--- src/hdl/scl_timer.sv ---
`timescale 1ns/100ps

module scl_timer
#(
    parameter int CLK_DIV = 4
)
(
    input  logic CLK,
    input  logic RESET,
    input  logic run,
    output logic scl,
    output logic low_mid,
    output logic high_mid
);

    localparam int CW = $clog2(CLK_DIV);
    localparam logic [CW-1:0] LAST_CNT = CW'(CLK_DIV - 1);
    // strobe on the (CLK_DIV/2)-th cycle of a phase, so its effect lands mid-phase
    localparam logic [CW-1:0] MID_CNT = CW'(CLK_DIV / 2 - 1);

    logic [CW-1:0] cnt;
    logic          active;  // set once the first low phase has begun

    always_ff @(posedge CLK)
    begin
        if (RESET || !run)
        begin
            scl    <= 1'b1;  // idle bus
            cnt    <= '0;
            active <= 1'b0;
        end
        else if (!active)
        begin
            active <= 1'b1;
            scl    <= 1'b0;
            cnt    <= '0;
        end
        else if (cnt == LAST_CNT)
        begin
            cnt <= '0;
            scl <= ~scl;
        end
        else
        begin
            cnt <= cnt + 1'b1;
        end
    end

    assign low_mid  = active && !scl && (cnt == MID_CNT);
    assign high_mid = active && scl && (cnt == MID_CNT);

    a_strobes_apart: assert property (@(posedge CLK) disable iff (RESET)
        !(low_mid && high_mid));

    // a start or stop made at high_mid lands with scl still high
    a_high_mid_scl: assert property (@(posedge CLK) disable iff (RESET)
        high_mid |-> scl ##1 scl);

endmodule

--- config.mk ---
export PLATFORM = sky130hd
export DESIGN_NAME = scl_timer
export DESIGN_NICKNAME = d
export VERILOG_FILES = /design/src/hdl/scl_timer.sv
export SDC_FILE = /design/constraint.sdc
export NUM_CORES = 1
export LEC_CHECK = 0
export BUFFER_PORTS_ARGS = -buffer_cell sky130_fd_sc_hd__buf_4
export CAP_MARGIN = 20
export CELL_PAD_IN_SITES_DETAIL_PLACEMENT = 0
export CELL_PAD_IN_SITES_GLOBAL_PLACEMENT = 1
export CORE_AREA = 2 2 39 41
export DETAILED_ROUTE_END_ITERATION = 8
export DIE_AREA = 0 0 41 43
export GPL_TIMING_DRIVEN = 1
export HOLD_SLACK_MARGIN = 0.03
export PLACE_DENSITY = 0.38
export SLEW_MARGIN = 20
export SYNTH_ARGS = -nofsm -noshare
export SYNTH_HDL_FRONTEND = slang
export SYNTH_SLANG_ARGS = --single-unit
--- constraint.sdc ---
create_clock -name CLK -period 1.7 [get_ports CLK]
set_input_delay 0.255 -clock CLK [delete_from_list [all_inputs] [get_ports CLK]]
set_output_delay 0.255 -clock CLK [all_outputs]
set_load 0.01 [all_outputs]
==> results_dict.tcl <==
set metrics [dict create \
    timing_hold_violations_final 0 \
    first_pass_iters 1 \
    synth_area_sq_um 174 \
    die_x_um 41 \
    clk_pin_slew_ns 0.04 \
    worstSetupStartpointType "flip-flop" \
    max_freq_mhz 730 \
    ys_types 11 \
    status "complete, no violations" \
    areaGrowthSynthToFinish_pct 46.0 \
    irDropWorstVdd_v 0.000287 \
    setup_viol 0 \
    dieArea_sq_mm 0.00176 \
    crit_path_max_fanout 2 \
    vias_per_cell 3.24 \
    cts.sinks 4 \
    max-slew-margin-rel_pct 90.8 \
    fill_cells 159 \
    drv_slew 0 \
    drv_cap 0 \
    grt_max_degree 5 \
    wl_per_cell_um 6.49 \
    rsz0062_at_grt "false" \
    critPathBufInv 2 \
    htreeDepth 1 \
    numPortBuffers 5 \
    synthesis.nets 22 \
    clock-skew-final_ns 0.00316 \
    drc 0 \
    drt_iter0_markers 0 \
    cts_hold_buf 0 \
    fp-row-count 14 \
    yosysSeqAreaShare_pct 46.0 \
    grt_antenna_before_repair 0 \
    drive_gt1_share_pct 40.0 \
    dieHeight_um 43 \
    cts_buffer_depth 2 \
    grt_pass1_vias 130 \
    cts_tree "yes" \
    cellPowerDensity_mw_per_mm2 905 \
    grt_use_total_pct 4.62 \
    crit_type "flip-flop to output pin" \
    crit_path_max_incr_delay_ns 0.32 \
    ys_ff_latch 4 \
    cp-end-kind "output pin" \
    grt_pass1_wl_um 462 \
    core_area_sq_mm 0.00138 \
    synth.avg_cell_area_sq_um 10.2 \
    cts_setup_buffers 0 \
    num_vias 133 \
    cts_root_buf "clkbuf_4" \
    routabilityCongestion 0.648 \
    required_ns 1.44 \
    antenna_cells 0 \
    layout_common_cells "buf_4 (5), dfxtp_1 (4), clkbuf_4 (3)" \
    final_common_cell "buf_4" \
    cts-buffers-inserted 3 \
    worstSkewPairLatency_ns 0.23 \
    num-nets-final 32 \
    critical-path-top-delay-family "flip-flops" \
    crit_path_top_delay_cell "dfxtp_1" \
    route.final.wire_length_um 266 \
    cp.arrival_ns 1.11 \
    io_pins 6 \
    period_share_pct 80.6 \
    finalPower_uw 230 \
    ant_nets 0 \
    crit_chain "inv_1 -> ha_1 -> and3_2 -> buf_4" \
    tightest_slew_ns 0.138 \
    postSynthCellCount 17 \
    post_cts_resized 0 \
    synth_warnings 0 \
    gr-total-overflow 0 \
    initial_core_util_pct 12.6 \
    hold_class "input pin to flip-flop" \
    cellLeakagePower_uw 0.000123 \
    fin_setup_tns_ns 0 \
    post-route-min-period_ns 1.37 \
]
-- final timing paths --
check	start	end	slack, ns	cells after the start
max	cnt[1]$_SDFF_PP0_	high_mid	0.33	4
max reg2reg	cnt[0]$_SDFF_PP0_	scl$_SDFFE_PP1P_	0.76	3
min	run	active$_DFF_P_	0.25	3
min reg2reg	cnt[0]$_SDFF_PP0_	cnt[0]$_SDFF_PP0_	0.46	1
-- layer usage --
layer	GRT usage, %	share of wire, %	vias to the layer above
met2	4.69	39	5
met1	4.18	51	57
met4	6.00	0	0
met5	0	0	-
li1	-	-	71
met3	4.71	10	0
-- through the flow --
stage	area, sq um	instances	setup slack, ns	hold slack, ns	utilization, %
6_report	254	41	0.330	0.247	18.4
5_1_grt	254	41	0.254	0.254	18.4
4_1_cts	254	41	0.317	0.244	18.4
3_5_place_dp	231	38	0.565	0.464	16.7
3_3_place_gp	231	38	0.575	0.465	16.7
2_1_floorplan	174	17	0.707	0.367	-
-- report_power, final --
part	internal (uW)	switching (uW)	total, uW	leakage (uW)
sequential	97.8	3.19	101	0.0000328
clock	78.7	34.7	113	0.0000138
combinational	9.38	6.07	15.4	0.0000766
total	186	44.0	230	0.000123
-- cell usage after synthesis --
cell      count  area share [%]
nand2b_4      1             7.9
inv_1         2             4.3
dfxtp_1       4              46
nor2_1        1             2.2
a21o_1        1             4.3
nand2b_1      1             3.6
nand2_1       1             2.2
nor3_1        2             5.8
ha_1          2              14
and3_2        1             4.3
xor2_1        1             5.0
-- kinds of logic after synthesis --
| logic type | after synthesis | share of synthesized area (%) |
|---|---|---|
| DFF | 4 | 46.0 |
| buffers and inverters | 2 | 4.32 |
| xor gates and xnor gates | 1 | 5.04 |
| AOI/OAI and AO/OA | 1 | 4.32 |
| adders and majority gates | 2 | 14.4 |
| and+or+nand+nor | 7 | 25.9 |
-- tightest hold or removal path, stage by stage --
cell,delay [ns]
buf_4,0.09
nand2b_4,0.06
inv_1,0.04
-- sequential cells by signal (all words and copies together), names as in the netlist --
register,cells
cnt,2
active,1
scl,1
-- layout make-up --
cell class                 count  area (sq um)  share of cell area, %
clock buffer                   3          22.5                   8.87
multi-input combinational     11          86.3                   34.0
inverter                       2          7.51                   2.96
sequential                     4          80.1                   31.5
tap                           16          20.0                   7.88
timing repair buffer           5          37.5                   14.8
Note: power is estimated with default switching activity, not from simulation.
