### config.mk
export PLATFORM = sky130hd
export DESIGN_NAME = byte_shifter
export DESIGN_NICKNAME = d
export VERILOG_FILES = /design/src/hdl/eeprom_pkg.sv /design/src/hdl/byte_shifter.sv
export SDC_FILE = /design/constraint.sdc
export NUM_CORES = 1
export LEC_CHECK = 0
export BUFFER_PORTS_ARGS = -buffer_cell sky130_fd_sc_hd__buf_2
export CORE_MARGIN = 2
export CORE_UTILIZATION = 25
export CTS_CLUSTER_DIAMETER = 100
export DETAILED_ROUTE_END_ITERATION = 7
export GPL_TIMING_DRIVEN = 1
export PLACE_DENSITY = 0.45
export SLEW_MARGIN = 15
export SYNTH_ARGS = -nofsm -noshare
export SYNTH_HDL_FRONTEND = slang
export SYNTH_SLANG_ARGS = --single-unit
### constraint.sdc
create_clock -name CLK -period 2.25 [get_ports CLK]
set_clock_uncertainty 0.05 [all_clocks]
set_input_delay 0.1125 -clock CLK [delete_from_list [all_inputs] [get_ports CLK]]
set_output_delay 0.1125 -clock CLK [all_outputs]
set_load 0.005 [all_outputs]
### src/hdl/eeprom_pkg.sv
package eeprom_pkg;

    // control byte prefix for 24Cxx parts
    localparam logic [3:0] DEV_CODE = 4'b1010;

    localparam int ADDR_W = 11;  // 2 KB array
    localparam int DATA_W = 8;

    // data slots 0..7, then the acknowledge slot
    localparam int LAST_SLOT = 8;

    // sequencer states
    typedef enum logic [3:0]
    {
        ST_IDLE,
        ST_START,
        ST_CTRL_W,   // control byte, write direction
        ST_ADDR,     // low address byte
        ST_DATA_W,
        ST_RESTART,
        ST_CTRL_R,   // control byte, read direction
        ST_DATA_R,
        ST_STOP,
        ST_DONE
    } main_state_t;

endpackage
### src/hdl/byte_shifter.sv
`timescale 1ns/100ps

module byte_shifter
    import eeprom_pkg::*;
(
    input  logic              CLK,
    input  logic              RESET,
    input  logic              load,
    input  logic [DATA_W-1:0] tx_byte,
    input  logic              read_mode,
    input  logic              low_mid,
    input  logic              high_mid,
    input  logic              sda_in,
    output logic              sda_bit,
    output logic [DATA_W-1:0] rx_byte,
    output logic              ack_bit,
    output logic              done
);

    localparam int SW = $clog2(LAST_SLOT + 1);
    localparam logic [SW-1:0] SLOT_END = SW'(LAST_SLOT);

    logic [DATA_W-1:0] tx_reg;
    logic [DATA_W-1:0] rx_reg;
    logic [SW-1:0]     slot;
    logic              armed;   // loaded, waiting for the first low_mid
    logic              active;  // bits are moving

    logic [DATA_W-1:0] cur_tx;
    logic [SW-1:0]     cur_slot;

    // load may coincide with the first low_mid when CLK_DIV is small
    assign cur_tx   = load ? tx_byte : tx_reg;
    assign cur_slot = load ? '0 : slot;

    always_ff @(posedge CLK)
    begin
        if (RESET)
        begin
            slot    <= '0;
            armed   <= 1'b0;
            active  <= 1'b0;
            sda_bit <= 1'b1;
            ack_bit <= 1'b0;
            done    <= 1'b0;
        end
        else
        begin
            done <= 1'b0;

            if (low_mid && (load || armed || active))
            begin
                // read data and the ack slot leave the line released
                sda_bit <= (read_mode || cur_slot == SLOT_END) ? 1'b1 : cur_tx[DATA_W-1];
                armed   <= 1'b0;
                active  <= 1'b1;
            end
            else if (load)
            begin
                armed  <= 1'b1;
                active <= 1'b0;
            end

            if (load)
            begin
                slot <= '0;
            end
            else if (high_mid && active)
            begin
                if (slot == SLOT_END)
                begin
                    ack_bit <= sda_in;  // 0 = ack
                    done    <= 1'b1;
                    active  <= 1'b0;
                end
                else
                begin
                    slot <= slot + 1'b1;
                end
            end
        end
    end

    // shift registers, msb first
    always_ff @(posedge CLK)
    begin
        if (load)
            tx_reg <= tx_byte;
        else if (high_mid && active && slot != SLOT_END)
        begin
            tx_reg <= tx_reg << 1;
            rx_reg <= {rx_reg[DATA_W-2:0], sda_in};
        end
    end

    assign rx_byte = rx_reg;

    a_done_in_ack_slot: assert property (@(posedge CLK) disable iff (RESET)
        done |-> (slot == SW'(LAST_SLOT)));

endmodule

==> results of run 1 <==
[cells in the final DEF (no fill, tap or decap), types with 3 or more instances in the layout]
cell and n:
edfxtp_1 16, dfxtp_1 9, a21oi_1 5, nor2_1 3
mux2_2 7, buf_2 25, clkbuf_8 3, o31ai_1 3
[what timing repair did]
action                                  4_1_cts  5_1_grt
hold endpoints to repair                      2        0
endpoints found under the setup margin        0        0
hold buffers                                  2        0
[kinds of logic after synthesis]
| kind of cell | share of synthesized area (%) |
|---|---|
| AO/OA/AOI/OAI | 9.46 |
| adder cells (fa/ha/maj) | 2.46 |
| buffers and inverters | 2.46 |
| flip-flops | 64.9 |
| multiplexers | 7.74 |
| AND/OR/NAND/NOR | 13.0 |
[power groups by stage]
| stage | Sequential, uW | Clock, uW | Combinational, uW |
|---|---|---|---|
| after global placement | 525 | 0 | 57.3 |
| after CTS | 516 | 279 | 61.1 |
| final | 516 | 272 | 60.2 |
| after floorplan | 524 | 0 | 33.8 |
| after detailed placement | 526 | 0 | 58.4 |
| after global routing | 518 | 300 | 67.4 |
[per-layer routing]
metal  global-route usage, %  up-vias  share of wire (%)
met5                       0        -                  0
met4                    2.75        0               0.70
met3                    3.45        2                5.7
met2                    14.1       26                 45
met1                    12.9      324                 48
li1                        -      348                  -
[stage by stage]
step	instances	hold slack (ns)	total power, uW	worst slack (ns)
finish	156	0.0496	848	0.515
global route	156	0.0705	886	0.328
CTS	156	0.0425	856	0.504
detailed placement	150	0.248	584	0.512
global placement	150	0.247	582	0.612
floorplan	77	0.132	557	0.564
[critical path, stage by stage (launching register included)]
cell      delay [ns]
dfxtp_1         0.40
inv_1           0.09
ha_1            0.21
nand3b_1        0.23
nand2_1         0.11
nand2b_1        0.32
[cell type report]
| cell class | count | share of cell area, % |
|---|---|---|
| clock buffers | 3 | 3.25 |
| clock inverters | 1 | 0.592 |
| inverters | 3 | 0.888 |
| multi-input cells | 46 | 26.2 |
| flip-flops and latches | 25 | 52.1 |
| well taps | 50 | 4.93 |
| repair buffers | 28 | 12.0 |
[path summary, 6_finish.rpt]
kind,startpoint,end,slack [ns],cells past startpoint
hold / removal,RESET,ack_bit,0.05,2
setup reg to reg,slot[0],tx_reg[2],0.51,5
hold reg to reg,rx_byte[0],rx_byte[1],0.41,0
setup / recovery,slot[0],tx_reg[2],0.51,5
==> results.yml, run 1 <==
timing:
  max_freq_mhz: 576
  rsz0062_at_grt: "false"
  worst_pin_slew_ns: 0.386
  slew_violations: 0
  hold_viol: 0
  setup_viol: 0
  fin_crit_ns: 1.74
  final.setup.tns_ns: 0
  min_period_over_period_pct: 77.1
  relSlewSlack_pct: 73.6
power:
  switching_share_pct: 21.7
  p_leak_uw: 0.000461
  pwr-share-seq_pct: 60.8
  intPower_uw: 664
  power_frac_clock_pct: 32.1
  netSwitchingPower_uw: 184
  irDropWorstVdd_mv: 0.396
  comb_power_share_pct: 7.1
  power_density_nw_per_um2: 668
setup_path:
  worstPathArrival_ns: 1.61
  cp_max_fo: 8
  critical_path_class: "flop to flop"
  crit_required_ns: 2.13
  start_kind: "flop"
  end_kind: "flop"
logic_synthesis:
  synth_warnings: 0
  syn_area_per_cell_um2: 13.2
  synthArstFlopShare_pct: 0
  synth_commonest_cells: "edfxtp_1, dfxtp_1, mux2_2, a21oi_1"
  synth_top_area_share_pct: 47.2
  syn_inst: 77
  yosys_register_bits: 25
  yosysMostFrequentCell: "edfxtp_1"
  synth_edf_count: 16
  ys_types: 33
  synth.area.top_cells: "edfxtp_1, dfxtp_1, mux2_2"
  synth_top_cell_by_area: "edfxtp_1"
  ys.flop_type: "edfxtp_1"
  mappedNetlistArea_um2: 1020
  syn_nets: 94
  ys_seq_area_share_pct: 64.9
floorplan:
  start_util_pct: 25.6
  dieArea_um2: 4600
  coreArea_um2: 3970
  row_count: 23
  ios: 26
  die_h_um: 67.8
  die_x_um: 67.8
route:
  antenna_left: 0
  vias: 700
  drc: 0
  avgViaCountPerCell: 4.49
  dr.pass1.iters: 4
  drt_iter0_drc: 22
  wl_per_cell_um: 12.9
  wirelength_um: 2010
global_routing:
  grt_pass1_vias: 672
  overflow: 0
  grt_max_degree: 21
  antenna_found_initial: 0
  grt_pass1_wl_um: 3200
  track_usage_pct: 9.45
placement:
  io_buffers: 25
  gp_congestion: 0.718
  dp_hpwl_um: 1500
  postPlaceCellArea_um2: 1200
finish:
  fillers: 428
  multiInputGateArea_um2: 333
  register_area_um2: 661
  drive_above_1_share_pct: 38.7
  area_delta_synth_final_pct: 24.6
  n_antenna_cell: 0
  final_area_um2: 1270
  final_nets: 124
  post-route-util_pct: 31.9
cts:
  clk_pin_slew_worst_paths_ns: 0.09
  htreeDepth: 1
  clock-sinks: 25
  cts_setup_buffers: 0
  cts-resized-gates: 0
  cts_made_buffers: 3
  cts_tree: "yes"
  cts_root_buf: "clkbuf_8"
  clock_path_buffers: 2
  clock_latency_ns: 0.27
hold_path:
  hp-class: "input port to flop"
job:
  drv_cap: 0
status:
  status: "finished, final reports clean"
No activity file was read; power rests on OpenSTA's default activity.
==> run 2, diff against run 1 <==
Settings changed: ABC_AREA set to 1, PLACE_DENSITY 0.45 to 0.44.
Clock period 2.25 ns to 1.73 ns, I/O delays scaled along.
==> results.yml, run 2 <==
status:
  status: "finished, final reports clean"
finish:
  multiInputGateArea_um2: 330
  fillers: 438
  n_antenna_cell: 0
  mostFrequentLayoutCells: "nand2_1, buf_2, edfxtp_1, inv_1, dfxtp_1"
  register_area_um2: 661
  final_nets: 157
  area_delta_synth_final_pct: 21.7
  drive_above_1_share_pct: 26.6
  layout_commonest_cell: "nand2_1"
power:
  p_leak_uw: 0.000595
  power_frac_clock_pct: 31.0
  intPower_uw: 861
  total_power_uw: 1100
  comb_power_share_pct: 8.0
  irDropWorstVdd_mv: 0.263
  switching_share_pct: 21.9
  netSwitchingPower_uw: 241
  power_density_nw_per_um2: 841
  pwr-share-seq_pct: 60.9
logic_synthesis:
  synth_top_cell_by_area: "edfxtp_1"
  syn_nets: 127
  ys_seq_area_share_pct: 61.3
  synth_warnings: 0
  yosys_register_bits: 25
  ys_types: 20
  synthArstFlopShare_pct: 0
  ys.flop_type: "edfxtp_1"
  mappedNetlistArea_um2: 1080
  synth_commonest_cells: "nand2_1, edfxtp_1, inv_1, dfxtp_1, nor2_1"
  synth_edf_count: 16
  syn_inst: 110
  syn_area_per_cell_um2: 9.79
  synth_top_area_share_pct: 44.6
  yosysMostFrequentCell: "nand2_1"
  synth.area.top_cells: "edfxtp_1, dfxtp_1, nand2_1"
setup_path:
  start_kind: "flop"
  crit_family: "simple AND/OR/NAND/NOR gates"
  end_kind: "flop"
  worstPathArrival_ns: 1.45
  crit_start: "slot[0]"
  crit_required_ns: 1.62
  crit_path_max_incr_delay_ns: 0.39
  path_buf_inv: 1
  slowest_stage: "dfxtp_1"
  cp_max_fo: 8
  critical_path_class: "flop to flop"
  critical_path.cell_chain: "inv_1, ha_1, nand3_4, nand2_4, nand2_1"
  r2r-start: "slot[0]"
timing:
  rsz0062_at_grt: "false"
  setup_viol: 0
  fin_crit_ns: 1.56
  hold_viol: 0
  whs_ns: 0.00788
  final.setup.tns_ns: 0
  relSlewSlack_pct: 76.9
  worst_pin_slew_ns: 0.346
  setup_slack_ns: 0.168
  slew_violations: 0
  min_period_over_period_pct: 90.3
  max_freq_mhz: 640
route:
  vias: 767
  drc: 0
  dr.pass1.iters: 3
  avgViaCountPerCell: 4.06
  drt_iter0_drc: 18
  wirelength_um: 1900
  antenna_left: 0
  wl_per_cell_um: 10.0
placement:
  io_buffers: 25
  gp_congestion: 0.726
  dp_hpwl_um: 1490
  dp_slack_ns: 0.152
cts:
  cts_tree: "yes"
  clock_path_buffers: 2
  clock_latency_ns: 0.26
  clock-sinks: 25
  htreeDepth: 1
  clk_pin_slew_worst_paths_ns: 0.09
  cts_setup_buffers: 0
  cts_made_buffers: 3
  cts_root_buf: "clkbuf_8"
hold_path:
  min_from: "RESET"
  hp-class: "input port to flop"
floorplan:
  ios: 26
  coreArea_um2: 4090
  row_count: 23
  die_h_um: 69.6
  dieArea_um2: 4850
  start_util_pct: 26.4
  die_x_um: 69.6
job:
  drv_cap: 0
global_routing:
  grt_pass1_wl_um: 3280
  overflow: 0
  grt_max_degree: 16
  antenna_found_initial: 0
  grt_pass1_vias: 762
  track_usage_pct: 8.32
[run 2: cell count changes after synthesis, moves of 2 or more]
cell | previous run | this run
buf_2 | 2 | 0
buf_6 | 0 | 2
inv_1 | 2 | 14
inv_2 | 1 | 3
mux2_2 | 7 | 0
nand2_1 | 2 | 35
nand3_1 | 2 | 4
nor2_1 | 3 | 8
o31ai_1 | 3 | 0
[run 2: routing by layer]
metal / wire, um / global-route usage [%] / up-vias
met5: 0 / 0 / -
met1: 920 / 10.7 / 346
li1: - / - / 407
met4: 17 / 3.21 / 0
met2: 872 / 13.0 / 12
met3: 86 / 2.62 / 2
[run 2: cells by family (layout without fill, tap and decap cells)]
| group | after synthesis | count (layout) | share of synthesized area [%] |
|---|---|---|---|
| AO/OA/AOI/OAI | 9 | 9 | 5.46 |
| XOR/XNOR | 1 | 1 | 0.813 |
| adder cells (fa/ha/maj) | 2 | 2 | 2.32 |
| buffers and inverters | 19 | 48 | 8.01 |
| flip-flops | 25 | 25 | 61.3 |
| AND/OR/NAND/NOR | 54 | 54 | 22.1 |
[run 2: power groups by stage]
| stage | logic (uW) | clock network (uW) | registers [uW] |
|---|---|---|---|
| final | 88.6 | 342 | 671 |
| after global routing | 102 | 380 | 675 |
| after CTS | 90.9 | 359 | 672 |
| after detailed placement | 87.2 | 0 | 686 |
| after global placement | 85.6 | 0 | 684 |
| after floorplan | 56.2 | 0 | 683 |
[run 2: final cells by class]
class	instances	area share, %
tap	50	4.77
clock buffer	3	3.15
clock inverter	1	0.573
multi-input combinational	66	25.2
inverter	17	4.87
sequential	25	50.4
timing repair buffer	27	11.1
[run 2: worst register-to-register path, cell delays in order (launching register included)]
cell	delay [ns]
dfxtp_1	0.39
inv_1	0.08
ha_1	0.24
nand3_4	0.12
nand2_4	0.08
nand2_1	0.28
[run 2: final timing paths]
path	endpoint	slack (ns)	depth (start not counted)
setup / recovery	tx_reg[6]	0.17	5
hold / removal	done	0.008	2
setup reg to reg	tx_reg[6]	0.17	5
hold reg to reg	rx_byte[3]	0.40	0
[run 2: through the flow]
stage,instances,utilization [%],cell area [um2]
4_1_cts,189,32.1,1310
3_3_place_gp,183,30.4,1240
3_5_place_dp,183,30.4,1240
2_1_floorplan,110,-,1080
6_report,189,32.1,1310
5_1_grt,189,32.1,1310
[run 2: timing repair]
item	4_1_cts	5_1_grt
endpoints found under the hold margin	2	0
gates resized for setup	0	0
endpoints found under the setup margin	0	0
hold buffers	2	0
==> run 3, diff against run 2 <==
Settings changed: CORE_UTILIZATION 25 to 51, PLACE_DENSITY 0.44 to 0.78.
==> results.yml, run 3 (synthesis results as in run 2) <==
setup_path:
  end_kind: "flop"
  reg2reg_to: "tx_reg[3]"
  reg2reg_depth: 5
  r2r_slack_ns: 0.14
  start_kind: "flop"
  cp_max_fo: 8
  slowest_stage: "dfxtp_1"
  crit_required_ns: 1.67
  crit_path_max_incr_delay_ns: 0.42
  critical_path_class: "flop to flop"
  r2r-start: "slot[0]"
  path_buf_inv: 1
  worstPathArrival_ns: 1.53
  crit_family: "simple AND/OR/NAND/NOR gates"
  critical_path.cell_chain: "inv_1, ha_1, nand3_4, nand2_4, nand2_1"
power:
  power_frac_clock_pct: 24.7
  p_leak_uw: 0.000624
  power_density_nw_per_um2: 771
  netSwitchingPower_uw: 234
  irDropWorstVdd_mv: 0.457
  switching_share_pct: 22.6
  pwr-share-seq_pct: 65.0
  comb_power_share_pct: 10.3
  intPower_uw: 800
global_routing:
  grt_max_degree: 15
  overflow: 0
  grt_pass1_vias: 815
  antenna_found_initial: 0
  track_usage_pct: 19.5
  grt_pass1_wl_um: 3590
floorplan:
  die_h_um: 50.0
  row_count: 16
  die_x_um: 50.0
  start_util_pct: 54.4
  coreArea_um2: 1980
  dieArea_um2: 2500
  ios: 26
status:
  status: "finished, final reports clean"
placement:
  dp_slack_ns: 0.145
  gp_congestion: 0.827
  io_buffers: 25
  dp_hpwl_um: 1510
cts:
  clock_path_buffers: 2
  cts_tree: "yes"
  cts_setup_buffers: 0
  cts_root_buf: "clkbuf_4"
  cts_hold_buffers: 10
  clock-sinks: 25
  clk_pin_slew_worst_paths_ns: 0.12
  clock_latency_ns: 0.31
  cts_made_buffers: 3
  htreeDepth: 1
  cts-resized-gates: 0
timing:
  fin_crit_ns: 1.59
  final.setup.tns_ns: 0
  setup_viol: 0
  slew_violations: 0
  worst_pin_slew_ns: 0.339
  setup_slack_ns: 0.143
  hold_viol: 0
  max_freq_mhz: 630
  rsz0062_at_grt: "false"
  relSlewSlack_pct: 77.4
  min_period_over_period_pct: 91.8
finish:
  drive_above_1_share_pct: 24.5
  layout_commonest_cell: "nand2_1"
  area_delta_synth_final_pct: 24.4
  final_nets: 165
  mostFrequentLayoutCells: "nand2_1, buf_2, edfxtp_1, inv_1, dlygate4sd3_1"
  fillers: 160
  n_antenna_cell: 0
hold_path:
  hp-class: "input port to flop"
  min_from: "tx_byte[5]"
  min_to: "tx_reg[5]"
  worst_hold_path.num_cells: 3
route:
  drt_iter0_drc: 15
  antenna_left: 0
  dr.pass1.iters: 4
  drc: 0
  avgViaCountPerCell: 4.84
  wl_per_cell_um: 12.6
  vias: 843
  wirelength_um: 2190
job:
  drv_cap: 0
run 3: changes by cell type in the layout (fill, tap and decap cells not counted):
cell	change
clkbuf_4	+3
clkinvlp_4	-1
dlygate4sd3_1	+8
clkbuf_1	+1
clkbuf_8	-3
run 3: routing by layer:
metal	part of all wire, %	track usage [%]
met4	1.4	8.80
met3	3.1	1.82
met5	0	0
met2	53	34.7
met1	43	23.9
run 3: area by class of cell:
cell class	count	area (um2)	area share, %
clock buffer	4	26.3	1.96
tap	27	33.8	2.52
inverter	17	63.8	4.76
timing repair buffer	35	225	16.8
sequential	25	661	49.3
multi-input combinational	66	330	24.6
run 3: worst max path at each step:
stage,start,to,slack (ns),cells after the start
floorplan,slot[0],tx_reg[0],0.31,5
global placement,slot[0],tx_reg[4],0.24,5
detailed placement,slot[0],tx_reg[7],0.14,5
CTS,slot[0],tx_reg[7],0.13,5
global route,slot[0],tx_reg[3],0.04,5
finish,slot[0],tx_reg[3],0.14,5
run 3: power by group through the flow:
stage	logic, uW	clock network (uW)	registers, uW
after CTS	105	259	672
final	106	256	672
after floorplan	56.2	0	683
after global placement	82.6	0	683
after global routing	119	284	675
after detailed placement	87.5	0	686
run 3: worst reg2reg max path: cells and delay by family, from the launching register on:
kind	cells	cell delay [ns]
adders and majority gates	1	0.24
buffers and inverters	1	0.08
DFF	1	0.42
and+or+nand+nor	3	0.49
run 3: metrics by stage:
step / utilization, % / std cells / total power [uW] / hold slack, ns / area (um2)
2_1_floorplan: - / 110 / 740 / 0.109 / 1080
3_3_place_gp: 61.2 / 160 / 766 / 0.222 / 1210
3_5_place_dp: 61.2 / 160 / 773 / 0.223 / 1210
4_1_cts: 67.6 / 174 / 1040 / 0.0173 / 1340
5_1_grt: 67.6 / 174 / 1080 / 0.0245 / 1340
6_report: 67.6 / 174 / 1030 / 0.0247 / 1340
